### src/hw/hydra_consts.svh
`ifndef HYDRA_CONSTS_SVH
`define HYDRA_CONSTS_SVH

// number of switch ports, each with one input and one output side
`define HYDRA_PORTS 4

// width of one data word on the write and read buses
`define HYDRA_WORD_W 16

// slots in the shared buffer, one packet per slot
`define HYDRA_SLOTS 16

// words per slot, which is also the longest packet the switch takes
`define HYDRA_SLOT_WORDS 16

// low bits of the header word that name the output port
`define HYDRA_DEST_BITS 2

`endif

### src/hw/hydra_pkg.sv
`include "hydra_consts.svh"

package hydra_pkg;

    typedef logic [`HYDRA_WORD_W-1:0] word_t;
    typedef logic [$clog2(`HYDRA_PORTS)-1:0] port_idx_t;
    typedef logic [$clog2(`HYDRA_SLOTS)-1:0] slot_t;
    // slot number in the upper bits, word offset in the lower bits
    typedef logic [$clog2(`HYDRA_SLOTS*`HYDRA_SLOT_WORDS)-1:0] buf_addr_t;
    // one bit wider than the offset so that a full slot can be counted
    typedef logic [$clog2(`HYDRA_SLOT_WORDS):0] pkt_len_t;
    typedef logic [`HYDRA_SLOTS-1:0] slot_mask_t;
    typedef logic [`HYDRA_PORTS-1:0] port_mask_t;

    typedef enum logic [1:0] {
        ING_IDLE,
        ING_GRANT,
        ING_RECV
    } ingress_state_t;

    typedef enum logic [1:0] {
        EG_IDLE,
        EG_SEND,
        EG_DONE
    } egress_state_t;

endpackage

### src/hw/packet_ingress.sv
`timescale 1ns/1ps
`include "hydra_consts.svh"

module packet_ingress (
    input  logic                  clk,
    input  logic                  rst_n,
    input  hydra_pkg::port_mask_t wr_sop,
    input  hydra_pkg::port_mask_t wr_eop,
    input  hydra_pkg::port_mask_t wr_vld,
    input  hydra_pkg::word_t      wr_data [`HYDRA_PORTS],
    output hydra_pkg::port_mask_t pause,
    input  hydra_pkg::slot_t      free_slot,
    input  logic                  slot_avail,
    output logic                  alloc_take,
    output logic                  buf_wr_en,
    output hydra_pkg::buf_addr_t  buf_wr_addr,
    output hydra_pkg::word_t      buf_wr_data,
    output hydra_pkg::port_mask_t commit_valid,
    output hydra_pkg::slot_t      commit_slot,
    output hydra_pkg::pkt_len_t   commit_len
);
    import hydra_pkg::*;

    localparam int OFS_W = $clog2(`HYDRA_SLOT_WORDS);

    ingress_state_t state;
    port_idx_t      rr_ptr;
    port_idx_t      grant;
    port_idx_t      req_port;
    logic           req_found;
    port_mask_t     req;
    pkt_len_t       word_cnt;
    slot_t          slot_q;
    port_idx_t      dest_q;
    logic           accept;
    logic           first_word;
    slot_t          cur_slot;
    port_idx_t      cur_dest;

    assign req = wr_vld & wr_sop;

    // round robin search starting at the port after the last grant
    always_comb begin
        port_idx_t cand;
        req_found = 1'b0;
        req_port = rr_ptr;
        for (int i = 0; i < `HYDRA_PORTS; i++) begin
            cand = rr_ptr + port_idx_t'(i);
            if (!req_found && req[cand]) begin
                req_found = 1'b1;
                req_port = cand;
            end
        end
    end

    assign accept = (state == ING_RECV) && wr_vld[grant] && !pause[grant];
    assign first_word = (word_cnt == '0);

    // the header word picks the slot and the destination in the same cycle
    assign cur_slot = first_word ? free_slot : slot_q;
    assign cur_dest = first_word ? port_idx_t'(wr_data[grant][`HYDRA_DEST_BITS-1:0]) : dest_q;

    assign alloc_take = accept && first_word;
    assign buf_wr_en = accept;
    assign buf_wr_addr = {cur_slot, word_cnt[OFS_W-1:0]};
    assign buf_wr_data = wr_data[grant];

    always_ff @(posedge clk) begin
        if (!rst_n) begin
            state <= ING_IDLE;
            rr_ptr <= '0;
            grant <= '0;
            word_cnt <= '0;
            pause <= '1;
            commit_valid <= '0;
        end else begin
            commit_valid <= '0;
            case (state)
                ING_IDLE: begin
                    if (slot_avail && req_found) begin
                        grant <= req_port;
                        rr_ptr <= req_port + 1'b1;
                        state <= ING_GRANT;
                    end
                end
                ING_GRANT: begin
                    pause <= ~(port_mask_t'(1) << grant);
                    word_cnt <= '0;
                    state <= ING_RECV;
                end
                ING_RECV: begin
                    if (accept) begin
                        word_cnt <= word_cnt + 1'b1;
                        if (wr_eop[grant]) begin
                            pause <= '1;
                            word_cnt <= '0;
                            commit_valid <= port_mask_t'(1) << cur_dest;
                            state <= ING_IDLE;
                        end
                    end
                end
                default: state <= ING_IDLE;
            endcase
        end
    end

    always_ff @(posedge clk) begin
        if (alloc_take) begin
            slot_q <= free_slot;
            dest_q <= cur_dest;
        end
        if (accept && wr_eop[grant]) begin
            commit_slot <= cur_slot;
            commit_len <= word_cnt + 1'b1;
        end
    end

    // a packet that has filled its slot must end on that word
    a_pkt_fits_slot: assert property (@(posedge clk) disable iff (!rst_n)
        accept && (word_cnt == pkt_len_t'(`HYDRA_SLOT_WORDS - 1)) |-> wr_eop[grant]);

endmodule

### config.mk
export PLATFORM = sky130hd
export DESIGN_NAME = packet_ingress
export DESIGN_NICKNAME = d
export VERILOG_FILES = /design/src/hw/hydra_pkg.sv /design/src/hw/packet_ingress.sv
export VERILOG_INCLUDE_DIRS = /design/src /design/src/hw
export SDC_FILE = /design/constraint.sdc
export NUM_CORES = 1
export LEC_CHECK = 0
export ABC_AREA = 0
export BUFFER_PORTS_ARGS = -buffer_cell sky130_fd_sc_hd__clkbuf_2
export CAP_MARGIN = 20
export CORE_MARGIN = 1
export CORE_UTILIZATION = 25
export DETAILED_ROUTE_END_ITERATION = 8
export PLACE_DENSITY = 0.57
export SYNTH_ARGS = -nofsm -noshare
export SYNTH_HDL_FRONTEND = slang
export SYNTH_SLANG_ARGS = --single-unit
### constraint.sdc
create_clock -name clk -period 3.5 [get_ports clk]
set_input_delay 0.7 -clock clk [delete_from_list [all_inputs] [get_ports clk]]
set_output_delay 0.7 -clock clk [all_outputs]
set_load 0.05 [all_outputs]
Yosys cells after proc, flatten, opt, wreduce, memory -nomap -nowiden:

Index checks and enable logic that the tools add are counted.

* register bits after elaboration: 34
* bits in latches: 0
* memory bits (writable): 0
* bits in read-only memories: 0
* input bits: 83
* word-level logic and storage cells: 87
* memories kept: 0

* add/sub/neg operators: 5
* multipliers: 0
* divide/modulo/power cells: 0
* magnitude comparators: 6
* eq/ne operators: 5
* shifts and indexed selects: 2
* multiplexer cells: 36
* bitwise logic cells: 3
* reduce and logical (&&, ||, !) cells: 20

Operator list (number)
* binary-select mux 16 bit (select 2 bit): 1
* 2-to-1 mux 16 bit: 2
* < comparator 2 x 3 -> 1 bit (second input constant): 5
* binary-select mux 1 bit (select 2 bit): 7
* 2-to-1 mux 2 bit: 7
* 2-to-1 mux 4 bit: 3
* 2-to-1 mux 1 bit: 11
* 2-to-1 mux 5 bit: 2
* one-hot mux 5 bit (2 select lines): 1
* logical AND 1 bit: 8
* one-hot mux 4 bit (2 select lines): 1
* << shifter 1 x 2 -> 4 bit (first input constant): 2
* one-hot mux 2 bit (3 select lines): 1
* AND reduction 3 bit: 2
* adder 5 x 1 -> 5 bit (second input constant): 1
* logical NOT 5 bit: 1
* adder 2 x 1 -> 2 bit (second input constant): 2
* adder 2 bit (second input constant): 2
* bitwise AND 4 bit: 1
* logical NOT 1 bit: 4
* inequality test 2 bit (second input constant): 2
* inverter 4 bit: 1
* AND reduction 2 bit: 2
* AND reduction 4 bit: 1
* 7 further kinds: 7

Logic depth before layout (Yosys ltp):

* depth in word-level cells: 16
* depth in mapped cells: 7
* gate-level depth less buffers: 5

Worst setup path after synthesis:

OpenSTA, ideal clock, no wires.

* path kind: input port to output port
* from: in wr_vld[1]
* to: out alloc_take
* arrival: 2.590 ns
* path slack: 0.210 ns
* cell stages on the path: 4
* path buffers: 0
* cell sequence: nand2b_1 mux4_2 nor2_1 and2_1

* cells in the longest elaborated chain, start to end: 5

RTL lines
* start: declaration: line packet_ingress.sv:9 `input hydra_pkg::port_mask_t wr_vld,`
* binary-select mux 1 bit (select 2 bit): line packet_ingress.sv:56 `assign accept = (state == ING_RECV) && wr_vld[grant] && !pause[grant];`
* 2-to-1 mux 1 bit (not written as such): line packet_ingress.sv:56
* logical AND 1 bit (2 in a row): line packet_ingress.sv:56
* net buf_wr_en: line packet_ingress.sv:15 `output logic buf_wr_en,`
* logical AND 1 bit: line packet_ingress.sv:63 `assign alloc_take = accept && first_word;`
* end: declaration: line packet_ingress.sv:14 `output logic alloc_take,`

The timed path passes the listed nets, and every way through them passes these cells. The select of a mux whose other input is x is not followed.

Worst setup path in the final report:

* from: reg grant[0]
* to: out alloc_take

* cells in the longest elaborated chain, start to end: 5

RTL lines
* start: declaration: line packet_ingress.sv:28 `port_idx_t grant;`
* start signal: assignment: line packet_ingress.sv:81 `grant <= req_port;`
* binary-select mux 1 bit (select 2 bit): line packet_ingress.sv:56
* 2-to-1 mux 1 bit (not written as such): line packet_ingress.sv:56
* logical AND 1 bit / logical NOT 1 bit (equally long branches): line packet_ingress.sv:56
* logical AND 1 bit *: line packet_ingress.sv:56
* logical AND 1 bit *: line packet_ingress.sv:63

Mark *: on every way between the ends. The rest lies on a longest branch, timed or not. The select of a mux whose other input is x is not followed.

==> run_results.csv <==
group,metric,value,unit
die,die_y,93.0,um
grt,first_global_vias,1787,
clock_network,ctsHtreeMaxLevel,2,
sta,finalSetupTns,0,ns
layout,nets,377,
sta,slew_viol_final,0,
worst_setup_path,startpoint_type,"flop",
synthesis,ys_types,47,
synthesis,synthArstFlopShare,0,
grt,antenna_found_initial,0,
drt,drtIter0Drc,39,
worst_setup_path,cp-end-kind,"output pin",
layout,antenna_cells,0,
grt,grt_max_degree,30,
layout,syn2layout_area_growth,38.2,%
pwr,p_int,0.698,mW
placement,place_inst,387,
placement,portBuffers,125,
drt,ant_nets,0,
pwr,leakage,1.22,nW
synthesis,synth.area.top_cells,"edfxtp_1, mux4_2, dfxtp_1, nand2_1, mux2i_1",
pwr,p_total,1.04,mW
worst_setup_path,path_max_fanout,29,
sta,max_slew_margin,0.453,
worst_setup_path,required,2.80,ns
sta,rsz0062_at_grt,"false",
synthesis,synthAdderAreaFrac,0.0121,
layout,finalNonFillerCells,395,
sta,fin_crit_sh,0.848,
placement,dp_hpwl,4330,um
drt,dr.pass1.iters,4,
synthesis,syn_inst,170,
synthesis,ys_seq_area_frac,0.401,
synthesis,yosys.area_share.simple,0.175,
sta,setup_violations,0,
pwr,p_sw_frac,0.331,
pwr,p_clk_frac,0.291,
synthesis,synth_compound_area_frac,0.0973,
synthesis,syn_avg_cell_area,12.2,sq um
synthesis,synth_mux_area_frac,0.259,
drt,routed_wl,5240,um
drt,vias_per_cell,4.76,
sta,worstMarginPinSlew,0.820,ns
synthesis,synth_xor_xnor_area_share,0.0127,
job,maxCapViolCount,0,
synthesis,synth.top_cell.area_share,0.218,
clock_network,cts_resized,0,
drt,vias,1880,
status,status,"finished, final reports clean",
sta,fmax,0.337,GHz
clock_network,clkLatencyLatePin,0.28,ns
die,ios,126,
synthesis,synth_top_family_by_area,"multiplexers",
pwr,power_density,364,nW/um^2
worst_setup_path,worstPathArrival,2.27,ns
sta,fin_crit,2.97,ns
synthesis,syn_area,2070,sq um
synthesis,synth_flop_cell,"dfxtp_1",
pwr,power_frac_comb,0.290,
synthesis,synth_top_cell_by_area,"edfxtp_1",
placement,place_congestion,0.802,
sta,clock_skew,0.00447,ns
sta,hold_violations,0,
clock_network,hold_buffers,0,
clock_network,root_buffer,"clkbuf_8",
layout,finish.utilization,0.363,
clock_network,clk_path_buf_depth,2,
drt,wl_per_cell,13.3,um
synthesis,synth_edf_count,15,
layout,drive_above_1_share,0.580,
synthesis,synth_nets,255,
clock_network,postCtsSetupBuffers,0,
drt,drc,0,
clock_network,cts_tree,"yes",
clock_network,numCtsBuffers,5,
pwr,vdd_drop_max,0.148,mV
clock_network,clkSlewWorstSetupHoldPaths,0.07,ns
grt,grt_pass1_wl,8310,um
synthesis,yosysWarningCount,0,
clock_network,clock-sinks,34,
pwr,switching_power,0.345,mW
die,core_area,7890,sq um
die,die_x,93.0,um
pwr,seqPwrFrac,0.420,
die,rows,32,
sta,whs,0.519,ns
die,dieArea,8650,sq um
synthesis,ys_ff_latch,34,
worst_hold_path,hold_path.class,"flop to flop",
die,start_util,0.263,
grt,grt_usage,0.122,
grt,grt_overflow,0,
worst_setup_path,path_class,"flop to output pin",
-- power groups by stage --
| stage | clock [mW] | sequential [mW] | combinational [mW] |
|---|---|---|---|
| after floorplan | 0 | 0.441 | 0.218 |
| after global placement | 0 | 0.447 | 0.302 |
| after detailed placement | 0 | 0.447 | 0.306 |
| after CTS | 0.311 | 0.438 | 0.307 |
| after global routing | 0.328 | 0.440 | 0.322 |
| final | 0.303 | 0.438 | 0.302 |
-- metrics by stage --
step | worst slack (ns) | instance area (sq um)
2_1_floorplan | 0.210 | 2070
3_3_place_gp | 0.774 | 2770
3_5_place_dp | 0.744 | 2770
4_1_cts | 0.484 | 2860
5_1_grt | 0.351 | 2860
6_report | 0.533 | 2860
-- cells in the mapped netlist (all sizes together), types with 2 or more instances --
cell and count:
nand2 17, o21bai 2, nand3 8, a21boi 2, dfxtp 19, clkbuf 2, mux4 18, a22o 2
o21a 2, ha 2, xnor2 2, nor2 7, mux2 6, and2 3, nor2b 2, inv 4
mux2i 6, nand2b 6, nor4b 3, o221ai 2, buf 10, edfxtp 15, a211oi 2, or3b 3
o21ai 7, nand3b 5
-- worst paths after layout --
check | slack (ns) | cells past startpoint | endpoint | from
max | 0.53 | 4 | alloc_take | grant[0]
min reg2reg | 0.52 | 2 | word_cnt[1] | word_cnt[1]
max reg2reg | 1.08 | 4 | word_cnt[2] | grant[0]
min | 0.52 | 2 | word_cnt[1] | word_cnt[1]
-- per-layer routing --
metal,track usage,part of all wire,up-vias
met2,0.222,0.51,82
met1,0.142,0.41,896
met5,0,0,-
met3,0.0301,0.073,5
met4,0.0346,0.0084,0
li1,-,-,897
-- worst max-delay path: stages, from the launching register on --
cell and delay (ns):
dfxtp_2 0.87, mux4_2 0.46, nor2_1 0.19, and2_1 0.17, clkbuf_2 0.28
-- area by class of cell --
class                   count  area [sq um]
fillers                   813          5020
multi-input cells         120          1150
flip-flops and latches     34           832
repair buffers            127           641
well taps                 102           128
clock buffers               6          82.6
inverters                   4          15.0
clock inverters             2          12.5
-- flip-flops by register name (all words and copies together), names as in the netlist --
signal,count
dest_q,2
state,2
pause,4
rr_ptr,2
word_cnt,5
slot_q,4
commit_len,5
grant,2
commit_valid,4
commit_slot,4
-- kinds of logic after synthesis --
family,Yosys count
AO/OA/AOI/OAI,26
XOR/XNOR,3
adder cells (fa/ha/maj),2
buffers and inverters,16
flip-flops,34
multiplexers,30
AND/OR/NAND/NOR,59
-- layout by cell type (no fill, tap or decap), types with 3 or more instances in the layout --
| cell | instances |
|---|---|
| mux2i_1 | 6 |
| dfxtp_1 | 18 |
| clkbuf_8 | 6 |
| edfxtp_1 | 15 |
| mux4_2 | 18 |
| nor2_1 | 7 |
| and2_1 | 3 |
| nand3_1 | 8 |
| clkbuf_2 | 125 |
| nand2_1 | 17 |
| mux2_2 | 5 |
| o21ai_0 | 7 |
| nand2b_1 | 6 |
| inv_1 | 3 |
| nand3b_1 | 5 |
Note: power is estimated with default switching activity, not from simulation.
