`config.mk`:
```
export PLATFORM = sky130hd
export DESIGN_NAME = slot_allocator
export DESIGN_NICKNAME = d
export VERILOG_FILES = /design/src/hw/hydra_pkg.sv /design/src/hw/slot_allocator.sv
export VERILOG_INCLUDE_DIRS = /design/src /design/src/hw
export SDC_FILE = /design/constraint.sdc
export NUM_CORES = 1
export LEC_CHECK = 0
export BUFFER_PORTS_ARGS = -buffer_cell sky130_fd_sc_hd__buf_2
export CORE_ASPECT_RATIO = 0.8
export CORE_MARGIN = 2
export CORE_UTILIZATION = 50
export DETAILED_ROUTE_END_ITERATION = 6
export PLACE_DENSITY = 0.71
export SYNTH_ARGS = -nofsm -noshare
export SYNTH_HDL_FRONTEND = slang
export SYNTH_SLANG_ARGS = --single-unit
```
`constraint.sdc`:
```
create_clock -name clk -period 4.7 [get_ports clk]
set_input_delay 0.235 -clock clk [delete_from_list [all_inputs] [get_ports clk]]
set_output_delay 0.235 -clock clk [all_outputs]
set_load 0.01 [all_outputs]
```
`src/hw/hydra_consts.svh`:
```
`ifndef HYDRA_CONSTS_SVH
`define HYDRA_CONSTS_SVH

// number of switch ports, each with one input and one output side
`define HYDRA_PORTS 4

// width of one data word on the write and read buses
`define HYDRA_WORD_W 16

// slots in the shared buffer, one packet per slot
`define HYDRA_SLOTS 16

// words per slot, which is also the longest packet the switch takes
`define HYDRA_SLOT_WORDS 16

// low bits of the header word that name the output port
`define HYDRA_DEST_BITS 2

`endif

```
`src/hw/hydra_pkg.sv`:
```
`include "hydra_consts.svh"

package hydra_pkg;

    typedef logic [`HYDRA_WORD_W-1:0] word_t;
    typedef logic [$clog2(`HYDRA_PORTS)-1:0] port_idx_t;
    typedef logic [$clog2(`HYDRA_SLOTS)-1:0] slot_t;
    // slot number in the upper bits, word offset in the lower bits
    typedef logic [$clog2(`HYDRA_SLOTS*`HYDRA_SLOT_WORDS)-1:0] buf_addr_t;
    // one bit wider than the offset so that a full slot can be counted
    typedef logic [$clog2(`HYDRA_SLOT_WORDS):0] pkt_len_t;
    typedef logic [`HYDRA_SLOTS-1:0] slot_mask_t;
    typedef logic [`HYDRA_PORTS-1:0] port_mask_t;

    typedef enum logic [1:0] {
        ING_IDLE,
        ING_GRANT,
        ING_RECV
    } ingress_state_t;

    typedef enum logic [1:0] {
        EG_IDLE,
        EG_SEND,
        EG_DONE
    } egress_state_t;

endpackage

```
`src/hw/slot_allocator.sv`:
```
`timescale 1ns/1ps
`include "hydra_consts.svh"

module slot_allocator (
    input  logic                  clk,
    input  logic                  rst_n,
    input  logic                  alloc_take,
    output hydra_pkg::slot_t      free_slot,
    output logic                  slot_avail,
    input  hydra_pkg::port_mask_t release_valid,
    input  hydra_pkg::slot_t      release_slot [`HYDRA_PORTS],
    output logic                  full,
    output logic                  almost_full
);
    import hydra_pkg::*;

    localparam int CNT_W = $clog2(`HYDRA_SLOTS) + 1;

    slot_mask_t       used;
    slot_mask_t       used_next;
    logic [CNT_W-1:0] free_cnt;

    // priority encoder, the scan runs downward so the lowest free slot wins
    always_comb begin
        free_slot = '0;
        slot_avail = 1'b0;
        for (int s = `HYDRA_SLOTS - 1; s >= 0; s--) begin
            if (!used[s]) begin
                free_slot = slot_t'(s);
                slot_avail = 1'b1;
            end
        end
    end

    always_comb begin
        used_next = used;
        if (alloc_take) begin
            used_next[free_slot] = 1'b1;
        end
        for (int p = 0; p < `HYDRA_PORTS; p++) begin
            if (release_valid[p]) begin
                used_next[release_slot[p]] = 1'b0;
            end
        end
    end

    assign free_cnt = CNT_W'($countones(~used));

    always_ff @(posedge clk) begin
        if (!rst_n) begin
            used <= '0;
            full <= 1'b0;
            almost_full <= 1'b0;
        end else begin
            used <= used_next;
            // flags follow the bitmap one cycle late
            full <= (free_cnt == '0);
            almost_full <= (free_cnt < CNT_W'(`HYDRA_SLOTS / 2));
        end
    end

    // an egress may only hand back a slot that ingress actually took
    for (genvar p = 0; p < `HYDRA_PORTS; p++) begin : g_release_chk
        a_release_used: assert property (@(posedge clk) disable iff (!rst_n)
            release_valid[p] |-> used[release_slot[p]]);
    end

endmodule

```
Yosys cells after proc, flatten, opt, wreduce, memory -nomap -nowiden:

Cells that the tools add are included.

* reduce and logical (&&, ||, !) cells: 6
* add/sub/neg operators: 15
* muxes and demuxes: 47
* magnitude comparators: 11
* bitwise logic cells: 10

Operator list (count)
* $mux 16: 5
* $not 16->16: 5
* $and 16x16->16: 4
* $mux 4: 16
* $lt 4x5->1 const B: 5
* $mux 1: 21
* $demux 1 s4: 5
* $ge 4x1->1 const B: 5
* $add 1x1->2: 8
* $or 16x16->16: 1
* $add 2x2->3: 4
* $add 3x3->4: 2
* $add 4x4->5: 1
* $logic_and 1x1->1: 5
* $logic_not 5->1: 1
* $lt 5x4->1 const B: 1

* input bits: 23
* bits in registers: 18
* output and inout bits: 7
* word-level logic and storage cells: 92

Depth between registers and ports, before layout:

Gate-level depths: netlist of the first run.

* word-level depth: 30
* depth in mapped cells: 14
* depth with buffers taken out: 14

Least setup slack after synthesis of the first run:

Ideal clock, no wire load.

* path type: reg2reg
* from: register used[11]
* to: register full
* required time: 4.583 ns
* arrival time: 3.579 ns
* path slack: 1.005 ns
* cell stages (with the launch flop): 15
* clock period less this slack: 3.695 ns
* library setup time: 0.117 ns
* path through: dfxtp_1 > inv_1 > fa_1 > fa_1 > inv_1 > fa_1 > inv_1 > fa_1 > ha_1 > inv_1 > fa_1 > and2_1 > a31oi_1 > nor3b_1 > and4b_1

* word-level cells in the longest chain between the ends: 6

Ends and longest elaborated chain
* from (decl): RTL line slot_allocator.sv:19 `slot_mask_t used;`
* from (signal assigned): RTL line slot_allocator.sv:55 `used <= used_next;`
* $not 16->16: RTL line slot_allocator.sv:47 `assign free_cnt = CNT_W'($countones(~used));`
* $add 1x1->2 (implied by the code): RTL line slot_allocator.sv:47
* $add 2x2->3 (implied by the code): RTL line slot_allocator.sv:47
* $add 3x3->4 (implied by the code): RTL line slot_allocator.sv:47
* $add 4x4->5 (implied by the code): RTL line slot_allocator.sv:47
* $logic_not 5->1: RTL line slot_allocator.sv:57 `full <= (free_cnt == '0);`
* to (signal assigned): RTL line slot_allocator.sv:57
* to (decl): RTL line slot_allocator.sv:12 `output logic full,`

Every way passes these cells.
A chain may end at the register's enable or synchronous reset.

Worst setup path after layout of the first run:

* from: register used[0]
* to: register full

The elaborated chain is that of the path after synthesis.

==> qor.yml, run 1 <==
synth_most_common_cell: "inv_1"
period_minus_slack_ns: 4.051
yosysSeqAreaShare_pct: 19.02
globalplace.congestion: 0.9476
finalCritPeriodShare_pct: 86.19
finalMaxSlewViolations: 0
synth_area_leaders: "dfxtp_1 (19%), fa_1 (11%), inv_1 (5.5%)"
setup-violations-final: 0
grt_pass1_wl_um: 9418
worstReg2RegEnd: "full$_SDFF_PN0_"
synth_top_area_share_pct: 19.02
worst_pin_slew_ns: 0.5716
cts_resized: 0
core_mm2: 0.003518
fillCellCount: 340
use_met1_pct: 43.88
dp.final_hpwl_um: 4584
clock_path_buffers: 2
endpoint: "full$_SDFF_PN0_"
avgRoutedWirePerCell_um: 18.34
synth-edff-count: 0
drt_iter0_markers: 209
avgSynthCellArea_um2: 7.893
numPortBuffers: 29
critical_path.startpoint: "used[0]$_SDFF_PN0_"
path_clk_slew_ns: 0.07
grt.overflow.total: 0
gr-usage-met2_pct: 42.60
power_density_mw_per_mm2: 171.9
yosysUniqueCellTypes: 47
finClkSkew_ns: 0.001139
regToRegSetupSlack_ns: 0.65
gr-usage-met3_pct: 7.993
grt_max_degree: 18
drc: 0
fp.dieH_um: 59.06
cp.arrival_ns: 4.21
viasPerCell: 6.502
clock_latency_ns: 0.26
crit_fanout: 13
start_kind: "register"
synthCells: 240
synth-async-reset-ratio_pct: 0
swShare_pct: 31.82
cts.sinks: 18
p_int_uw: 246.4
grt.busiest_layer: "met1"
die_w_um: 72.82
diodes: 0
synthAdderAreaFrac_pct: 13.87
ant_nets: 0
comb_power_share_pct: 24.6
synthToLayoutAreaGrowth_pct: 10.96
h-tree-depth: 1
cts-root-buf: "clkbuf_8"
vias: 1996
synth_flop_cell: "dfxtp_1"
yosys-top-cells-count: "inv_1 (28), nor2_1 (20), a21oi_1 (18), dfxtp_1 (18)"
yosys.area.top_type: "dfxtp_1"
pwr-share-clk_pct: 30.9
rows: 19
hold_buffers: 0
synth_fp_nets: 278
stdcell_area_mm2: 0.002102
grt_pass1_vias: 1867
final_hold_viol_count: 0
pre_cts_slack_ns: 0.6514
status: "finished, final reports clean"
synth_area_mm2: 0.001894
numCtsBuffers: 3
p_sw_uw: 115.0
max_freq_mhz: 246.9
holdWs_ns: 0.3623
muxShareOfSynthArea_pct: 0
p_leak_nw: 0.7752
power.total_uw: 361.4
grt_setup_unrepaired: "no"
synth_top_family_by_area: "simple AND/OR/NAND/NOR gates"
io_pins: 30
yosys.area_share.simple_pct: 30.38
antenna_found_initial: 0
holdCritPathClass: "in2reg"
finalCoreUtilization_pct: 59.74
layout.cells.non_filler: 307
fin_setup_tns_ns: 0
drt-total-wl_um: 5629
post-cts-setup-buffer-count: 0
grtUsageTotal_pct: 29.32
die_area_mm2: 0.004300
placed_cell_area_mm2: 0.002061
finalWorstSetupSlack_ns: 0.6493
seqPwrFrac_pct: 44.5
synth_xor_area_share_pct: 0.4624
start_util_pct: 53.84
cp-end-kind: "register"
r2r-start: "used[0]$_SDFF_PN0_"
ys_ff_latch: 18
cap_violations: 0
required_ns: 4.85
crit_type: "reg2reg"
cts_tree: "built"
synth-compound-area-share_pct: 29.06
vdd_drop_max_v: 0.00009771
dp.cells: 304
finalNetCount: 305
drt-pass1-iter-count: 4
ys.warnings.count: 0
ff2ff_path_depth: 12
drive_gt1_share_pct: 16.23
maxSlewHeadroom_pct: 61.82
==> area by class of cell <==
type	count	area, um^2	share of cell area (%)
clock buffer	3	41.29	1.964
inverter	28	105.1	5.000
multi-input combinational	187	1398	66.49
sequential	18	360.3	17.14
tap	42	52.55	2.500
timing repair buffer	29	145.1	6.905
==> placed cells by master, fill, tap and decap left out, types with 2 or more instances in the layout <==
master,count
buf_2,29
inv_1,28
nor2_1,20
a21oi_1,18
dfxtp_1,18
nand2_1,17
nand3_1,17
a22oi_1,13
fa_1,10
nand4_1,7
nor3_1,7
a31oi_1,7
o2111ai_1,6
o211ai_1,5
nand3b_1,5
o2111a_1,5
nor3b_1,5
nor2b_1,5
ha_1,5
and2_1,3
o21ai_1,3
and3_1,3
clkbuf_8,3
nor3_2,2
nand2b_1,2
a32oi_1,2
==> logic make-up (layout without fill, tap and decap cells) <==
group,Yosys count,in the layout
simple gates,101,101
compound gates,70,70
buf+inv,35,60
flops,18,18
fa+ha+maj,15,15
xor+xnor,1,1
==> flip-flops by register name (all words and copies together) (netlist names) <==
name and cells:
used 16, almost_full 1, full 1
==> power groups by stage <==
stage | combinational (mW) | sequential, mW | clock [mW]
floorplan | 0.0561 | 0.162 | 0
CTS | 0.0871 | 0.161 | 0.113
detailed placement | 0.0865 | 0.164 | 0
global placement | 0.0851 | 0.164 | 0
finish | 0.0888 | 0.161 | 0.112
global route | 0.0998 | 0.161 | 0.118
==> critical path, stage by stage, from the launching register on <==
cell     delay (ns)
dfxtp_1        0.63
fa_1           0.53
fa_1           0.50
fa_1           0.51
inv_1          0.05
fa_1           0.52
ha_1           0.18
inv_1          0.06
fa_1           0.39
and2_1         0.15
a31oi_1        0.16
nor3b_1        0.08
and4b_1        0.18
==> per-layer routing <==
| layer | vias up | wire [um] |
|---|---|---|
| li1 | 941 | - |
| met1 | 940 | 2625 |
| met2 | 109 | 2326 |
| met3 | 6 | 624 |
| met4 | 0 | 52 |
| met5 | - | 0 |
==> worst min-delay path by stage <==
stage / from / to / cells past startpoint / slack [ns]
2_1_floorplan: release_slot[9] / used[15]$_SDFF_PN0_ / 3 / 0.44
5_1_grt: release_slot[9] / used[15]$_SDFF_PN0_ / 4 / 0.41
3_3_place_gp: used[14]$_SDFF_PN0_ / used[14]$_SDFF_PN0_ / 2 / 0.52
4_1_cts: release_slot[9] / used[15]$_SDFF_PN0_ / 4 / 0.36
6_report: release_slot[9] / used[15]$_SDFF_PN0_ / 4 / 0.36
3_5_place_dp: used[14]$_SDFF_PN0_ / used[14]$_SDFF_PN0_ / 2 / 0.53
Power figures use the tool's default switching activity.
==> run 2, diff against run 1 <==
Settings changed: CELL_PAD_IN_SITES_DETAIL_PLACEMENT from default to 0, CELL_PAD_IN_SITES_GLOBAL_PLACEMENT from default to 1, CORE_UTILIZATION 50 to 42, PLACE_DENSITY 0.71 to 0.79.
==> qor.yml, run 2 (synthesized netlist as in run 1, its figures left out) <==
status: "finished, final reports clean"  # unchanged
dp.final_hpwl_um: 4367  # was 4584 um
r2r-start: "used[0]$_SDFF_PN0_"  # unchanged
core_mm2: 0.004257  # was 0.003518 mm^2
crit_path_cell_trace: "fa_1 -> fa_1 -> fa_1 -> inv_1 -> fa_1 -> ha_1 -> inv_1 -> fa_1 -> and2_1 -> a31oi_1 -> nor3b_1 -> and4b_1"  # unchanged
io_pins: 30  # unchanged
finalNetCount: 305  # unchanged
cpMostUsedCell: "fa_1"  # unchanged
cts.sinks: 18  # unchanged
finalWorstSetupSlack_ns: 0.6981  # was 0.6493 ns
rows: 21  # was 19
required_ns: 4.85  # about the same
cts-root-buf: "clkbuf_8"  # unchanged
start_kind: "register"  # unchanged
post-cts-setup-buffer-count: 0  # unchanged
ant_nets: 0  # unchanged
hold_buffers: 0  # unchanged
drc: 0  # unchanged
cap_violations: 0  # unchanged
clock_latency_ns: 0.26  # about the same
slowest_stage: "dfxtp_1"  # unchanged
comb_power_share_pct: 24.5  # was 24.6%
reg_top3: "used: 16 flops, almost_full: 1 flops, full: 1 flops"  # unchanged
grt.overflow.total: 0  # unchanged
swShare_pct: 31.33  # was 31.82%
viasPerCell: 5.975  # was 6.502
cp_slowest_stage_delay_ns: 0.61  # was 0.63 ns
p_leak_nw: 0.7752  # unchanged
drt-pass1-iter-count: 5  # was 4
numCtsBuffers: 3  # unchanged
drt_iter0_markers: 198  # was 209
p_sw_uw: 112.2  # was 115.0 uW
drt-total-wl_um: 5338  # was 5629 um
max_freq_mhz: 249.9  # was 246.9 MHz
worst_hold_path.num_cells: 4  # unchanged
antenna_found_initial: 0  # unchanged
grt_setup_unrepaired: "no"  # unchanged
globalplace.congestion: 0.9383  # was 0.9476
numPortBuffers: 29  # unchanged
vdd_drop_max_v: 0.00008021  # was 0.00009771 V
setup-violations-final: 0  # unchanged
path_clk_slew_ns: 0.07  # about the same
cp.arrival_ns: 4.15  # was 4.21 ns
finalCritPeriodShare_pct: 85.15  # was 86.19%
pwr-share-clk_pct: 30.7  # was 30.9%
maxSlewHeadroom_pct: 60.29  # was 61.82%
min_to: "used[15]$_SDFF_PN0_"  # unchanged
crit_fanout: 13  # unchanged
holdWs_ns: 0.3824  # was 0.3623 ns
cts_tree: "built"  # unchanged
pre_cts_slack_ns: 0.7198  # was 0.6514 ns
grt_max_degree: 18  # unchanged
worstReg2RegEnd: "full$_SDFF_PN0_"  # unchanged
crit_type: "reg2reg"  # unchanged
holdCritPathClass: "in2reg"  # unchanged
finalMaxSlewViolations: 0  # unchanged
diodes: 0  # unchanged
vias: 1924  # was 1996
seqPwrFrac_pct: 44.8  # was 44.5%
drive_gt1_share_pct: 16.23  # unchanged
clock_path_buffers: 2  # unchanged
final_common_cell: "buf_2"  # unchanged
regToRegSetupSlack_ns: 0.70  # was 0.65 ns
fillCellCount: 436  # was 340
largest_reg_flops: 16  # unchanged
fp.dieH_um: 64.07  # was 59.06 um
synthToLayoutAreaGrowth_pct: 11.95  # was 10.96%
grt_pass1_wl_um: 8618  # was 9418 um
cts_resized: 0  # unchanged
worst_pin_slew_ns: 0.5943  # was 0.5716 ns
period_minus_slack_ns: 4.002  # was 4.051 ns
p_int_uw: 245.9  # was 246.4 uW
die_area_mm2: 0.005067  # was 0.004300 mm^2
min_from: "release_slot[9]"  # unchanged
die_w_um: 79.09  # was 72.82 um
grtUsageTotal_pct: 22.32  # was 29.32%
start_util_pct: 44.50  # was 53.84%
power_density_mw_per_mm2: 168.8  # was 171.9 mW/mm^2
final_cell_mix: "buf_2 (29), inv_1 (28), nor2_1 (20), a21oi_1 (18), dfxtp_1 (18)"  # unchanged
ff2ff_path_depth: 12  # unchanged
avgRoutedWirePerCell_um: 16.58  # was 18.34 um
final_hold_viol_count: 0  # unchanged
fin_setup_tns_ns: 0  # unchanged
grt_pass1_vias: 1714  # was 1867
regMostFlops: "used"  # unchanged
finClkSkew_ns: 0.007222  # was 0.001139 ns
cp-end-kind: "register"  # unchanged
h-tree-depth: 1  # unchanged
==> run 2: cell counts in the layout (fill, tap and decap cells not counted) <==
Identical to the previous run, type by type.
==> run 2: how the worst max path moves through the flow <==
stage / from / to / slack [ns] / depth (start not counted)
detailed placement: used[0]$_SDFF_PN0_ / full$_SDFF_PN0_ / 0.72 / 12
finish: used[0]$_SDFF_PN0_ / full$_SDFF_PN0_ / 0.70 / 12
CTS: used[0]$_SDFF_PN0_ / full$_SDFF_PN0_ / 0.71 / 12
floorplan: used[11]$_SDFF_PN0_ / full$_SDFF_PN0_ / 1.00 / 14
global route: used[0]$_SDFF_PN0_ / full$_SDFF_PN0_ / 0.45 / 12
global placement: used[0]$_SDFF_PN0_ / full$_SDFF_PN0_ / 0.77 / 12
==> run 2: layer usage <==
metal	vias up	GRT usage [%]	wire length (um)
met4	0	5.603	102
met1	877	34.68	2692
met3	14	5.367	451
met5	-	0	0
li1	951	-	-
met2	82	30.51	2091
==> run 2: cell type report <==
class | instances | area [um^2] | area share (%)
multi-input combinational | 187 | 1398 | 65.90
sequential | 18 | 360.3 | 16.99
timing repair buffer | 29 | 145.1 | 6.844
inverter | 28 | 105.1 | 4.956
tap | 57 | 71.32 | 3.363
clock buffer | 3 | 41.29 | 1.947
==> run 2: worst max-delay path, delay by kind of cell (launching register included) <==
kind | cells | cell delay (ns)
fa+ha+maj | 6 | 2.61
buf+inv | 2 | 0.11
compound gates | 1 | 0.16
simple gates | 3 | 0.41
flops | 1 | 0.61
==> run 2: through the flow <==
step / cell area [um^2] / power (mW) / utilization (%) / cells
global placement: 2079 / 0.2491 / 48.85 / 319
CTS: 2121 / 0.3567 / 49.82 / 322
floorplan: 1894 / 0.2184 / - / 240
global route: 2121 / 0.3752 / 49.82 / 322
finish: 2121 / 0.3581 / 49.82 / 322
detailed placement: 2079 / 0.2494 / 48.85 / 319
==> run 2: power by group through the flow <==
stage / logic (mW) / clock network [mW] / registers (mW)
after floorplan: 0.0561 / 0 / 0.162
after global placement: 0.0854 / 0 / 0.164
after detailed placement: 0.0855 / 0 / 0.164
after CTS: 0.0860 / 0.110 / 0.160
after global routing: 0.0983 / 0.116 / 0.161
final: 0.0877 / 0.110 / 0.161
