[config.mk]
export PLATFORM = sky130hd
export DESIGN_NAME = port_egress
export DESIGN_NICKNAME = d
export VERILOG_FILES = /design/src/hw/hydra_pkg.sv /design/src/hw/port_egress.sv
export VERILOG_INCLUDE_DIRS = /design/src /design/src/hw
export SDC_FILE = /design/constraint.sdc
export NUM_CORES = 1
export LEC_CHECK = 0
export ABC_AREA = 1
export BUFFER_PORTS_ARGS = -buffer_cell sky130_fd_sc_hd__buf_2
export CAP_MARGIN = 40
export CORE_MARGIN = 4
export CORE_UTILIZATION = 62
export CTS_BUF_LIST = sky130_fd_sc_hd__clkbuf_4 sky130_fd_sc_hd__clkbuf_8
export DETAILED_ROUTE_END_ITERATION = 10
export PLACE_DENSITY = 0.82
export SKIP_CTS_REPAIR_TIMING = 1
export SYNTH_ARGS = -nofsm -noshare
export SYNTH_HDL_FRONTEND = slang
export SYNTH_SLANG_ARGS = --single-unit
[constraint.sdc]
create_clock -name clk -period 3.52 [get_ports clk]
set_input_delay 0.176 -clock clk [delete_from_list [all_inputs] [get_ports clk]]
set_output_delay 0.176 -clock clk [all_outputs]
set_load 0.03 [all_outputs]
[src/hw/hydra_consts.svh]
`ifndef HYDRA_CONSTS_SVH
`define HYDRA_CONSTS_SVH

// number of switch ports, each with one input and one output side
`define HYDRA_PORTS 4

// width of one data word on the write and read buses
`define HYDRA_WORD_W 16

// slots in the shared buffer, one packet per slot
`define HYDRA_SLOTS 16

// words per slot, which is also the longest packet the switch takes
`define HYDRA_SLOT_WORDS 16

// low bits of the header word that name the output port
`define HYDRA_DEST_BITS 2

`endif

[src/hw/hydra_pkg.sv]
`include "hydra_consts.svh"

package hydra_pkg;

    typedef logic [`HYDRA_WORD_W-1:0] word_t;
    typedef logic [$clog2(`HYDRA_PORTS)-1:0] port_idx_t;
    typedef logic [$clog2(`HYDRA_SLOTS)-1:0] slot_t;
    // slot number in the upper bits, word offset in the lower bits
    typedef logic [$clog2(`HYDRA_SLOTS*`HYDRA_SLOT_WORDS)-1:0] buf_addr_t;
    // one bit wider than the offset so that a full slot can be counted
    typedef logic [$clog2(`HYDRA_SLOT_WORDS):0] pkt_len_t;
    typedef logic [`HYDRA_SLOTS-1:0] slot_mask_t;
    typedef logic [`HYDRA_PORTS-1:0] port_mask_t;

    typedef enum logic [1:0] {
        ING_IDLE,
        ING_GRANT,
        ING_RECV
    } ingress_state_t;

    typedef enum logic [1:0] {
        EG_IDLE,
        EG_SEND,
        EG_DONE
    } egress_state_t;

endpackage

[src/hw/port_egress.sv]
`timescale 1ns/1ps
`include "hydra_consts.svh"

module port_egress (
    input  logic                 clk,
    input  logic                 rst_n,
    input  logic                 commit_valid,
    input  hydra_pkg::slot_t     commit_slot,
    input  hydra_pkg::pkt_len_t  commit_len,
    output hydra_pkg::buf_addr_t rd_addr,
    input  hydra_pkg::word_t     rd_word,
    input  logic                 ready,
    output logic                 rd_sop,
    output logic                 rd_eop,
    output logic                 rd_vld,
    output hydra_pkg::word_t     rd_data,
    output logic                 release_valid,
    output hydra_pkg::slot_t     release_slot
);
    import hydra_pkg::*;

    localparam int OFS_W = $clog2(`HYDRA_SLOT_WORDS);
    localparam int CNT_W = $clog2(`HYDRA_SLOTS) + 1;

    // one entry per buffer slot, so every committed packet always fits
    slot_t            fifo_slot [`HYDRA_SLOTS];
    pkt_len_t         fifo_len [`HYDRA_SLOTS];
    slot_t            wr_ptr;
    slot_t            rd_ptr;
    logic [CNT_W-1:0] fifo_cnt;

    egress_state_t state;
    slot_t         cur_slot;
    pkt_len_t      cur_len;
    pkt_len_t      ofs;
    slot_t         head_slot;
    pkt_len_t      head_len;
    logic          pop;
    logic          load;
    logic          last;
    logic          eop_moved;

    assign head_slot = fifo_slot[rd_ptr];
    assign head_len = fifo_len[rd_ptr];

    // the output register only advances while the sink is ready
    assign pop = ready && (state == EG_IDLE) && (fifo_cnt != '0);
    assign load = pop || (ready && (state == EG_SEND));
    assign eop_moved = (state == EG_DONE) && ready && rd_vld && rd_eop;

    // word 0 of the head packet is read straight from the FIFO entry
    assign rd_addr = (state == EG_IDLE) ? {head_slot, {OFS_W{1'b0}}}
                                        : {cur_slot, ofs[OFS_W-1:0]};
    assign last = (state == EG_IDLE) ? (head_len == pkt_len_t'(1))
                                     : (ofs == cur_len - 1'b1);

    always_ff @(posedge clk) begin
        if (commit_valid) begin
            fifo_slot[wr_ptr] <= commit_slot;
            fifo_len[wr_ptr] <= commit_len;
        end
    end

    always_ff @(posedge clk) begin
        if (!rst_n) begin
            wr_ptr <= '0;
            rd_ptr <= '0;
            fifo_cnt <= '0;
        end else begin
            if (commit_valid) begin
                wr_ptr <= wr_ptr + 1'b1;
            end
            if (pop) begin
                rd_ptr <= rd_ptr + 1'b1;
            end
            fifo_cnt <= fifo_cnt + CNT_W'(commit_valid) - CNT_W'(pop);
        end
    end

    always_ff @(posedge clk) begin
        if (!rst_n) begin
            state <= EG_IDLE;
            ofs <= '0;
            rd_vld <= 1'b0;
            rd_sop <= 1'b0;
            rd_eop <= 1'b0;
            release_valid <= 1'b0;
        end else begin
            release_valid <= 1'b0;
            if (ready) begin
                rd_vld <= load;
                rd_sop <= pop;
                rd_eop <= load && last;
            end
            case (state)
                EG_IDLE: begin
                    if (pop) begin
                        ofs <= pkt_len_t'(1);
                        state <= last ? EG_DONE : EG_SEND;
                    end
                end
                EG_SEND: begin
                    if (load) begin
                        ofs <= ofs + 1'b1;
                        if (last) begin
                            state <= EG_DONE;
                        end
                    end
                end
                EG_DONE: begin
                    // the slot is handed back once the sink has taken the eop word
                    if (eop_moved) begin
                        release_valid <= 1'b1;
                        state <= EG_IDLE;
                    end
                end
                default: state <= EG_IDLE;
            endcase
        end
    end

    always_ff @(posedge clk) begin
        if (pop) begin
            cur_slot <= head_slot;
            cur_len <= head_len;
        end
        if (load) begin
            rd_data <= rd_word;
        end
    end

    // cur_slot is only replaced by the next pop, which comes no earlier than the release
    assign release_slot = cur_slot;

    // the allocator bounds the packets in flight, so the queue has room for every commit
    a_no_overflow: assert property (@(posedge clk) disable iff (!rst_n)
        commit_valid |-> fifo_cnt < CNT_W'(`HYDRA_SLOTS));

endmodule

### Word-level counts from Yosys, hierarchy flattened

Memories as Yosys holds them, arrays and structs flattened. A register that Yosys moved wholly into a read port is not among the register bits.
Index checks and enable logic that the tools add are counted.

| word-level totals | value |
|---|---|
| register bits after elaboration | 49 |
| bits in writable memories | 144 |
| output and inout port bits | 32 |
| word-level logic and storage cells | 60 |
| memories | 2 |

| cells by class | value |
|---|---|
| add/sub/neg operators | 6 |
| equal/unequal tests | 8 |
| mux-type cells | 18 |
| reductions and logical operators | 14 |

Memory list:

| memory | depth | width | read ports | clocked after Yosys merged registers in | wr ports | RTL line | RTL |
|---|---|---|---|---|---|---|---|
| fifo_len | 16 | 5 | 1 | 1 | 1 | port_egress.sv:27 | `` pkt_len_t fifo_len [`HYDRA_SLOTS]; `` |
| fifo_slot | 16 | 4 | 1 | 1 | 1 | port_egress.sv:26 | `` slot_t fifo_slot [`HYDRA_SLOTS]; `` |

Operator list:

| operator | number |
|---|---|
| two-way mux 4 bit | 4 |
| two-way mux 2 bit | 5 |
| two-way mux 5 bit | 2 |
| case mux 5 bit (2 select lines) | 1 |
| adder 4 x 1 -> 4 bit, second input constant | 2 |
| two-way mux 8 bit | 1 |
| != test 2 bit, second input constant | 4 |
| logical AND 1 bit | 7 |
| case mux 2 bit (3 select lines) | 1 |
| adder 5 x 1 -> 5 bit | 1 |
| adder 5 x 1 -> 5 bit, second input constant | 1 |
| equality test 5 x 1 -> 1 bit, second input constant | 1 |
| equality test 5 bit | 1 |
| nonzero test 5 bit | 1 |
| subtractor 5 x 1 -> 5 bit | 1 |
| subtractor 5 x 1 -> 5 bit, second input constant | 1 |
| two-way mux 1 bit | 4 |
| AND reduction 4 bit | 1 |
| AND reduction 3 bit | 1 |
| equality test 2 x 1 -> 1 bit, second input constant | 1 |
| equality test 2 bit, second input constant | 1 |
| logical NOT 2 bit | 1 |
| AND reduction 2 bit | 1 |
| nonzero test 2 bit | 1 |
| logical OR 1 bit | 1 |

### Logic depth before layout (Yosys ltp)

Gate-level depths: netlist of the first run.

| depth | value |
|---|---|
| depth after elaboration | 6 |
| depth in mapped cells | 14 |

### Worst setup path after synthesis of the first run

No wires, ideal clock.

| path | value |
|---|---|
| path kind | register -> register |
| start point | register fifo_cnt[2] |
| end point | register fifo_cnt[4] |
| setup time | 0.128 ns |
| arrival time | 2.468 ns |
| setup slack | 0.923 ns |
| stages on the path, launching flop included | 15 |
| buffers on the path | 0 |
| clock period less this slack | 2.597 ns |
| path through | dfxtp_1 inv_1 ha_1 nand3_1 o21ai_0 nor2_2 ha_1 inv_1 ha_1 inv_1 fa_1 nor3_1 a211oi_1 o21ai_0 a21oi_1 |

| on the way | value |
|---|---|
| longest elaborated chain between the ends | 3 |

RTL lines:

| what | RTL line | RTL |
|---|---|---|
| from (decl) | port_egress.sv:30 | `logic [CNT_W-1:0] fifo_cnt;` |
| from (signal assigned) | port_egress.sv:76 | `fifo_cnt <= fifo_cnt + CNT_W'(commit_valid) - CNT_W'(pop);` |
| nonzero test 5 bit | port_egress.sv:47 | `assign pop = ready && (state == EG_IDLE) && (fifo_cnt != '0);` |
| logical AND 1 bit | port_egress.sv:47 |  |
| net pop | port_egress.sv:38 | `logic pop;` |
| subtractor 5 x 1 -> 5 bit | port_egress.sv:76 |  |

The timed path passes the listed nets, and every way through them passes these cells.
A chain may end at the register's enable or synchronous reset.

==> impl_metrics.yaml, run 1 <==
run_status:
  outcome: "finished clean"
power_and_ir_drop:
  p_leak_uw: 0.00354
  p_total_uw: 5970
  p_per_area_nw_per_um2: 653
  irDropWorstVdd_mv: 0.418
floorplan:
  dieHeight_um: 122
  pin_count: 61
  die_width_um: 122
  dieArea_um2: 15000
  rows: 41
  coreArea_um2: 12700
  start_util: 0.637
timing:
  post-route-period-util: 0.787
  final_hold_viol_count: 0
  tns_ns: 0
  relSlewSlack: 0.425
  tightestPinTransition_ns: 0.860
  rsz0062_at_grt: "no"
  slew_viol_final: 0
  finClkSkew_ns: 0.0107
  setup_viol: 0
  fmax_mhz: 361
  post-route-min-period_ns: 2.77
yosys:
  syn_area_um2: 8110
  yosysWarnings: 0
  ys_seq_area_frac: 0.695
  yosysTopAreaCell: "edfxtp_1"
  ys.flop_type: "edfxtp_1"
  synth-seq-cells: 197
  synthTopCellsByArea: "edfxtp_1 63%, dfxtp_1 6.9%, nand2_1 5.7%"
  synthDistinctLibCells: 36
  yosysMostFrequentCell: "edfxtp_1"
  synthArstFlopShare: 0
  synth_cells: 709
  synth_fp_nets: 752
  synth_edf_count: 169
  synth_common_cells: "169 x edfxtp_1, 124 x nand2_1, 89 x nor2_1"
  synth_top_area_share: 0.626
  avgSynthCellArea_um2: 11.4
finish:
  multiInputGateArea_um2: 2020
  nFillCells: 845
  stdcell_count: 976
  antenna_cells: 0
  layout-area-overhead-vs-synth_pct: 12.8
  finish.utilization: 0.719
  nets: 834
  drive_gt1_frac: 0.147
  seq_area_um2: 5640
placed_design:
  numPlacedInstances: 928
  gp_congestion: 0.839
  port_buffers: 60
  dp_hpwl_um: 10700
clocking:
  clockRootBuffer: "clkbuf_8"
  cts_tree: "built"
  clkSlewWorstSetupHoldPaths_ns: 0.10
  clock_path_buffers: 2
  htreeDepth: 4
  cts.sinks: 197
  clk_latency_ns: 0.47
  cts_inserted_buffers: 17
route:
  num_vias: 5491
  drt_iter0_markers: 492
  wl_um: 17000
  ant_nets: 0
  drc: 0
  drt-pass1-iter-count: 5
  routed_via_density: 5.63
  wl_per_cell_um: 17.5
setup_path:
  crit_fanout: 75
  rrSetupSlack_ns: 0.77
  worstPathArrival_ns: 2.59
  crit_end: "rd_addr[5]"
  regToRegEndpoint: "fifo_cnt[4]"
  cp-end-kind: "output port"
  path_class: "flop to output port"
  startpoint_type: "flop"
  critical_path_required_ns: 3.34
  reg2reg_from: "state[0]"
  rr_worst_depth: 13
grt:
  overflow: 0
  grt_max_degree: 76
  grt_usage: 0.229
  grt_pass1_wl_um: 25800
  antenna_found_initial: 0
  first_global_vias: 5209
flow_run:
  cap_violations: 0
min_path:
  hold_path.class: "input pin to flop"
state kept, by name, summed over array words and instances (netlist names), 2 cells and up, named ones only:
| register | flops |
|---|---|
| fifo_len | 80 |
| fifo_slot | 64 |
| rd_data | 16 |
| cur_len | 5 |
| fifo_cnt | 5 |
| ofs | 5 |
| rd_ptr | 4 |
| release_slot | 4 |
| wr_ptr | 4 |
| state | 2 |
layout by cell type (no fill, tap or decap), types with 17 or more instances in the layout:
cell      netlist  final
nand2_1       124    124
o21ai_0        46     46
buf_2          11     60
nand3_1        58     58
nor2_1         89     89
edfxtp_1      169    169
dfxtp_1        28     27
a21oi_1        17     17
clkbuf_8        0     17
inv_1          71     71
worst min-delay path by stage:
stage	slack, ns	end	start	cells after the start
2_1_floorplan	0.27	fifo_len[0][0]	commit_len[0]	0
3_3_place_gp	0.35	rd_data[9]	rd_word[9]	1
3_5_place_dp	0.36	rd_data[1]	rd_word[1]	1
4_1_cts	-0.14	rd_data[1]	rd_word[1]	1
5_1_grt	0.02	release_valid	ready	3
6_report	0.03	release_valid	ready	3
layout make-up:
| cell class | count | area share |
|---|---|---|
| sequential | 197 | 0.616 |
| clock buffer | 17 | 0.0256 |
| inverter | 76 | 0.0312 |
| clock inverter | 15 | 0.0168 |
| timing repair buffer | 93 | 0.0657 |
| tap | 172 | 0.0235 |
| multi-input combinational | 406 | 0.221 |
per-layer routing:
layer	global-route usage	part of all wire	vias up
met1	0.294	0.39	2595
met5	0	0	-
met3	0.0516	0.084	45
met2	0.377	0.50	255
li1	-	-	2596
met4	0.0973	0.023	0
worst max-delay path: stages (launching register included):
cell and delay, ns:
dfxtp_2 0.35, buf_4 0.59, o21ai_0 0.20, o221ai_1 0.23, nand3_1 0.22, a31oi_1 0.26, buf_2 0.23
metrics by stage:
stage	area [µm²]	hold WS (ns)	setup WS, ns
4_1_cts	8980	-0.137	0.787
3_3_place_gp	8510	0.354	0.984
6_report	9140	0.0342	0.751
5_1_grt	9140	0.0194	0.531
3_5_place_dp	8600	0.355	0.823
2_1_floorplan	8110	0.275	0.923
logic make-up after synthesis:
logic type,count (synthesis),share of synthesized area
AOI/OAI and AO/OA,95,0.0693
xor gates and xnor gates,8,0.00864
adders and majority gates,14,0.0225
buffers and inverters,106,0.0559
DFF,197,0.695
and+or+nand+nor,289,0.148
power by group:
part           switching (µW)  internal [µW]  total (µW)
Combinational            1210            503        1710
Clock                     778            637        1410
Sequential               91.4           2750        2840
Note: power is estimated with default switching activity, not from simulation.
==> inputs of run 2 (changes only) <==
--- a/config.mk
+++ b/config.mk
@@ -6,7 +6,7 @@
 export SDC_FILE = /design/constraint.sdc
 export NUM_CORES = 1
 export LEC_CHECK = 0
-export ABC_AREA = 1
+export ABC_AREA = 0
 export BUFFER_PORTS_ARGS = -buffer_cell sky130_fd_sc_hd__buf_2
 export CAP_MARGIN = 40
 export CORE_MARGIN = 4
==> constraint.sdc (replaced) <==
create_clock -name clk -period 2.6 [get_ports clk]
set_input_delay 0.13 -clock clk [delete_from_list [all_inputs] [get_ports clk]]
set_output_delay 0.13 -clock clk [all_outputs]
set_load 0.03 [all_outputs]
==> impl_metrics.yaml, run 2 <==
route:
  ant_nets: 0
  drc: 0
  drt_iter0_markers: 402
  num_vias: 4076
  routed_via_density: 5.81
  wl_um: 14900
  wl_per_cell_um: 21.2
  drt-pass1-iter-count: 5
grt:
  met2_usage: 0.342
  grt.met3_usage: 0.0448
  overflow: 0
  grt_usage: 0.209
  first_global_vias: 4060
  top_usage_layer: "met2"
  grt_pass1_wl_um: 22300
  grtUsageMet1: 0.281
  grt_max_degree: 37
  antenna_found_initial: 0
timing:
  finClkSkew_ns: 0.00617
  setup_viol: 5
  tightestPinTransition_ns: 0.602
  relSlewSlack: 0.598
  hold_ws_ns: 0.0131
  post-route-min-period_ns: 2.68
  rsz0062_at_grt: "yes"
  fin_ws_ns: -0.0833
  fmax_mhz: 373
  slew_viol_final: 0
  post-route-period-util: 1.03
  tns_ns: -0.198
  final_hold_viol_count: 0
clocking:
  cts_inserted_buffers: 17
  clkSlewWorstSetupHoldPaths_ns: 0.09
  htreeDepth: 4
  cts.sinks: 197
  clockRootBuffer: "clkbuf_8"
  clock_path_buffers: 2
  cts_tree: "built"
  clk_latency_ns: 0.45
floorplan:
  die_width_um: 120
  dieArea_um2: 14300
  start_util: 0.637
  coreArea_um2: 12100
  rows: 40
  dieHeight_um: 120
  pin_count: 61
flow_run:
  cap_violations: 0
min_path:
  hold_path.class: "input pin to flop"
setup_path:
  cp-end-kind: "flop"
  crit_top_cell: "inv_2"
  crit_buf_inv: 5
  cp_slowest_cell: "or4b_4"
  cpPeakStageDelay_ns: 0.46
  crit_fanout: 2
  worstPathArrival_ns: 3.06
  startpoint_type: "flop"
  worstPathCellList: "inv_2 > ha_4 > or4b_4 > nand3_4 > inv_8 > ha_4 > inv_2 > ha_4 > inv_2 > fa_2 > inv_2 > a21oi_2 > nor2_1 > or3_1 > a21oi_2"
  cp_top_family: "simple AND/OR/NAND/NOR gates"
  critical_path_required_ns: 2.97
  path_class: "flop to flop"
  rrSetupSlack_ns: -0.08
finish:
  seq_area_um2: 5640
  antenna_cells: 0
  final_cell_mix: "169 x edfxtp_1, 56 x buf_2, 40 x mux4_2, 25 x dfxtp_1, 24 x nor2_1"
  drive_gt1_frac: 0.320
  layout-area-overhead-vs-synth_pct: 17.9
  top_regs: "fifo_len x80, fifo_slot x64, rd_data x16"
  final_common_cell: "edfxtp_1"
  design_area_um2: 9090
  multiInputGateArea_um2: 2020
  top_register: "fifo_len"
  nets: 565
  largest_reg_flops: 80
  nFillCells: 706
yosys:
  synth-seq-cells: 197
  yosysTopAreaCell: "edfxtp_1"
  synth_common_cells: "169 x edfxtp_1, 40 x mux4_2, 28 x dfxtp_1"
  avgSynthCellArea_um2: 18.4
  ys_seq_area_frac: 0.731
  ys.flop_type: "edfxtp_1"
  synthTopCellsByArea: "edfxtp_1 66%, mux4_2 12%, dfxtp_1 7.3%"
  synth_cells: 420
  synthArstFlopShare: 0
  syn_area_um2: 7710
  yosysMostFrequentCell: "edfxtp_1"
  yosysWarnings: 0
  synth_top_area_share: 0.658
  synth_edf_count: 169
  synthDistinctLibCells: 43
  synth_fp_nets: 463
run_status:
  outcome: "finished with violations"
  violations: "setup timing"
placed_design:
  gp_congestion: 0.805
  dpl_cell_area_um2: 8290
  dp_hpwl_um: 9380
  port_buffers: 60
power_and_ir_drop:
  p_leak_uw: 0.00313
  irDropWorstVdd_mv: 0.604
  p_per_area_nw_per_um2: 927
==> run 2: final timing paths <==
| kind | from | end | cells past startpoint |
|---|---|---|---|
| max | fifo_cnt[3] | fifo_cnt[4] | 15 |
| min | ready | release_valid | 3 |
| max reg2reg | fifo_cnt[3] | fifo_cnt[4] | 15 |
| min reg2reg | rd_vld | release_valid | 2 |
==> run 2: final cells by class <==
cell class,count,share of cell area
multi-input combinational,194,0.222
clock buffer,17,0.0257
tap,168,0.0231
sequential,197,0.621
timing repair buffer,96,0.0782
inverter,16,0.00743
clock inverter,14,0.0228
==> run 2: metal layers <==
metal,wire length [µm],part of all wire
met5,0,0
met4,264,0.018
met3,894,0.060
met2,7790,0.52
met1,5950,0.40
==> run 2: power breakdown <==
| group | internal, µW | leakage, µW | total, µW | switching (µW) |
|---|---|---|---|---|
| clock network | 1130 | 0.000213 | 2150 | 1010 |
| registers | 3720 | 0.00177 | 3860 | 139 |
| logic | 1170 | 0.00114 | 2430 | 1260 |
| total | 6020 | 0.00313 | 8430 | 2410 |
==> run 2: worst register-to-register path, delay by kind of cell, from the launching register on <==
family | cells | cell delay, ns
compound gates | 2 | 0.27
fa+ha+maj | 4 | 0.73
buf+inv | 5 | 0.23
flops | 1 | 0.33
simple gates | 4 | 1.04
==> run 2: cells by family after synthesis <==
logic type,share of synthesized area
and+or+nand+nor,0.0576
buffers and inverters,0.0177
muxes,0.124
AOI/OAI and AO/OA,0.0260
xor gates and xnor gates,0.0204
adders and majority gates,0.0237
DFF,0.731
==> run 2: stage by stage <==
| step | std cells | util | setup slack [ns] | total power [µW] |
|---|---|---|---|---|
| 2_1_floorplan | 420 | - | 0.0166 | 5440 |
| 3_3_place_gp | 644 | 0.685 | 0.0152 | 5910 |
| 3_5_place_dp | 644 | 0.685 | -0.146 | 6000 |
| 4_1_cts | 675 | 0.721 | -0.172 | 8120 |
| 5_1_grt | 702 | 0.751 | -0.152 | 8820 |
| 6_report | 702 | 0.751 | -0.0833 | 8430 |
==> inputs of run 3 (changes only) <==
--- a/config.mk
+++ b/config.mk
@@ -6,7 +6,7 @@
 export SDC_FILE = /design/constraint.sdc
 export NUM_CORES = 1
 export LEC_CHECK = 0
-export ABC_AREA = 0
+export ABC_AREA = 1
 export BUFFER_PORTS_ARGS = -buffer_cell sky130_fd_sc_hd__buf_2
 export CAP_MARGIN = 40
 export CORE_MARGIN = 4
==> impl_metrics.yaml, run 3 (synthesis gave the netlist of run 1 again) <==
clocking:
  clock_path_buffers: 2
  clk_latency_ns: 0.47
  htreeDepth: 4
  cts.sinks: 197
  cts_tree: "built"
  clockRootBuffer: "clkbuf_8"
  cts_inserted_buffers: 17
  clkSlewWorstSetupHoldPaths_ns: 0.10
timing:
  fmax_mhz: 410
  finClkSkew_ns: 0.0148
  rsz0062_at_grt: "no"
  post-route-period-util: 0.939
  tns_ns: 0
  tightestPinTransition_ns: 0.862
  relSlewSlack: 0.423
  setup_viol: 0
  post-route-min-period_ns: 2.44
  final_hold_viol_count: 0
  slew_viol_final: 0
  fin_ws_ns: 0.159
grt:
  grt_max_degree: 76
  top_usage_layer: "met2"
  overflow: 0
  first_global_vias: 5201
  grt_pass1_wl_um: 25700
  met2_usage: 0.386
  antenna_found_initial: 0
  grt_usage: 0.229
  grtUsageMet1: 0.295
  grt.met3_usage: 0.0479
setup_path:
  cp-end-kind: "output port"
  worstPathArrival_ns: 2.31
  rrSetupSlack_ns: 0.25
  cp_top_family: "compound AO/OA/AOI/OAI gates"
  regToRegEndpoint: "fifo_cnt[4]"
  reg2reg_from: "fifo_cnt[3]"
  worstPathCellList: "inv_2 > o21ai_0 > o221ai_1 > nand3_1 > a31oi_1 > buf_2"
  path_class: "flop to output port"
  cpPeakStageDelay_ns: 0.41
  critical_path_required_ns: 2.47
  startpoint_type: "flop"
  crit_buf_inv: 2
  cp_slowest_cell: "inv_2"
  rr_worst_depth: 14
  crit_fanout: 29
run_status:
  outcome: "finished clean"
route:
  drt-pass1-iter-count: 6
  ant_nets: 0
  routed_via_density: 5.63
  wl_per_cell_um: 17.4
  drc: 0
  wl_um: 17100
  drt_iter0_markers: 592
  num_vias: 5536
placed_design:
  port_buffers: 60
  dp_slack_ns: 0.135
  dpl_cell_area_um2: 8650
  gp_congestion: 0.834
  dp_hpwl_um: 10700
min_path:
  min-delay-start: "commit_len[4]"
  hold_end: "fifo_len[3][4]"
  hold_path_depth: 1
  hold_path.class: "input pin to flop"
finish:
  largest_reg_flops: 80
  final_cell_mix: "169 x edfxtp_1, 124 x nand2_1, 89 x nor2_1, 71 x inv_1, 60 x buf_2"
  top_regs: "fifo_len x80, fifo_slot x64, rd_data x16"
  top_register: "fifo_len"
  final_common_cell: "edfxtp_1"
  nets: 842
  layout-area-overhead-vs-synth_pct: 14.7
  antenna_cells: 0
  nFillCells: 835
  design_area_um2: 9300
  drive_gt1_frac: 0.156
power_and_ir_drop:
  pwr-share-clk: 0.262
  pwr-share-seq: 0.460
  p_sw_uw: 2770
  swShare: 0.331
  p_int_uw: 5610
  irDropWorstVdd_mv: 0.475
  p_comb_frac: 0.278
  p_leak_uw: 0.00361
  p_per_area_nw_per_um2: 901
floorplan:
  start_util: 0.637
  dieArea_um2: 15000
  pin_count: 61
  dieHeight_um: 122
  coreArea_um2: 12700
  rows: 41
  die_width_um: 122
flow_run:
  cap_violations: 0
==> run 3: cell count changes in the layout (fill, tap and decap cells not counted), sizes merged, moves of 40 or more <==
cell,previous run,this run
inv,17,80
mux4,40,0
nand2,18,125
nand3,3,58
nor2,24,92
o21ai,2,48
==> run 3: worst max path at each step <==
stage | startpoint | to | slack, ns | depth (start not counted)
after floorplan | fifo_cnt[2] | fifo_cnt[4] | 0.003 | 14
after global placement | fifo_cnt[3] | fifo_cnt[4] | 0.31 | 14
after detailed placement | fifo_cnt[3] | fifo_cnt[4] | 0.13 | 14
after CTS | fifo_cnt[3] | fifo_cnt[4] | 0.12 | 14
after global routing | flop | rd_addr[5] | 0.02 | 6
final | flop | rd_addr[5] | 0.16 | 6
==> run 3: final cells by class <==
type	instances	area, µm²	area share
clock buffers	17	234	0.0252
clock inverters	15	224	0.0241
inverters	76	285	0.0307
multi-input cells	406	2030	0.218
flip-flops and latches	197	5640	0.606
well taps	172	215	0.0231
repair buffers	101	678	0.0729
==> run 3: stage by stage <==
step	total power, µW	hold WS [ns]	util	cells
2_1_floorplan	5560	0.229	-	709
3_3_place_gp	6070	0.308	0.680	934
3_5_place_dp	6180	0.309	0.680	934
4_1_cts	8340	-0.190	0.716	966
5_1_grt	8800	0.0202	0.731	984
6_report	8380	0.0350	0.731	984
==> run 3: layer usage <==
layer  vias up  share of wire
met5         -              0
met4         0          0.013
met3        28          0.085
met2       280           0.50
met1      2616           0.40
li1       2612              -
==> run 3: power groups by stage <==
| stage | clock (µW) | sequential [µW] | combinational, µW |
|---|---|---|---|
| floorplan | 0 | 4110 | 1450 |
| global placement | 0 | 3910 | 2160 |
| detailed placement | 0 | 3920 | 2260 |
| CTS | 2220 | 3850 | 2280 |
| global route | 2350 | 3870 | 2570 |
| finish | 2190 | 3850 | 2330 |
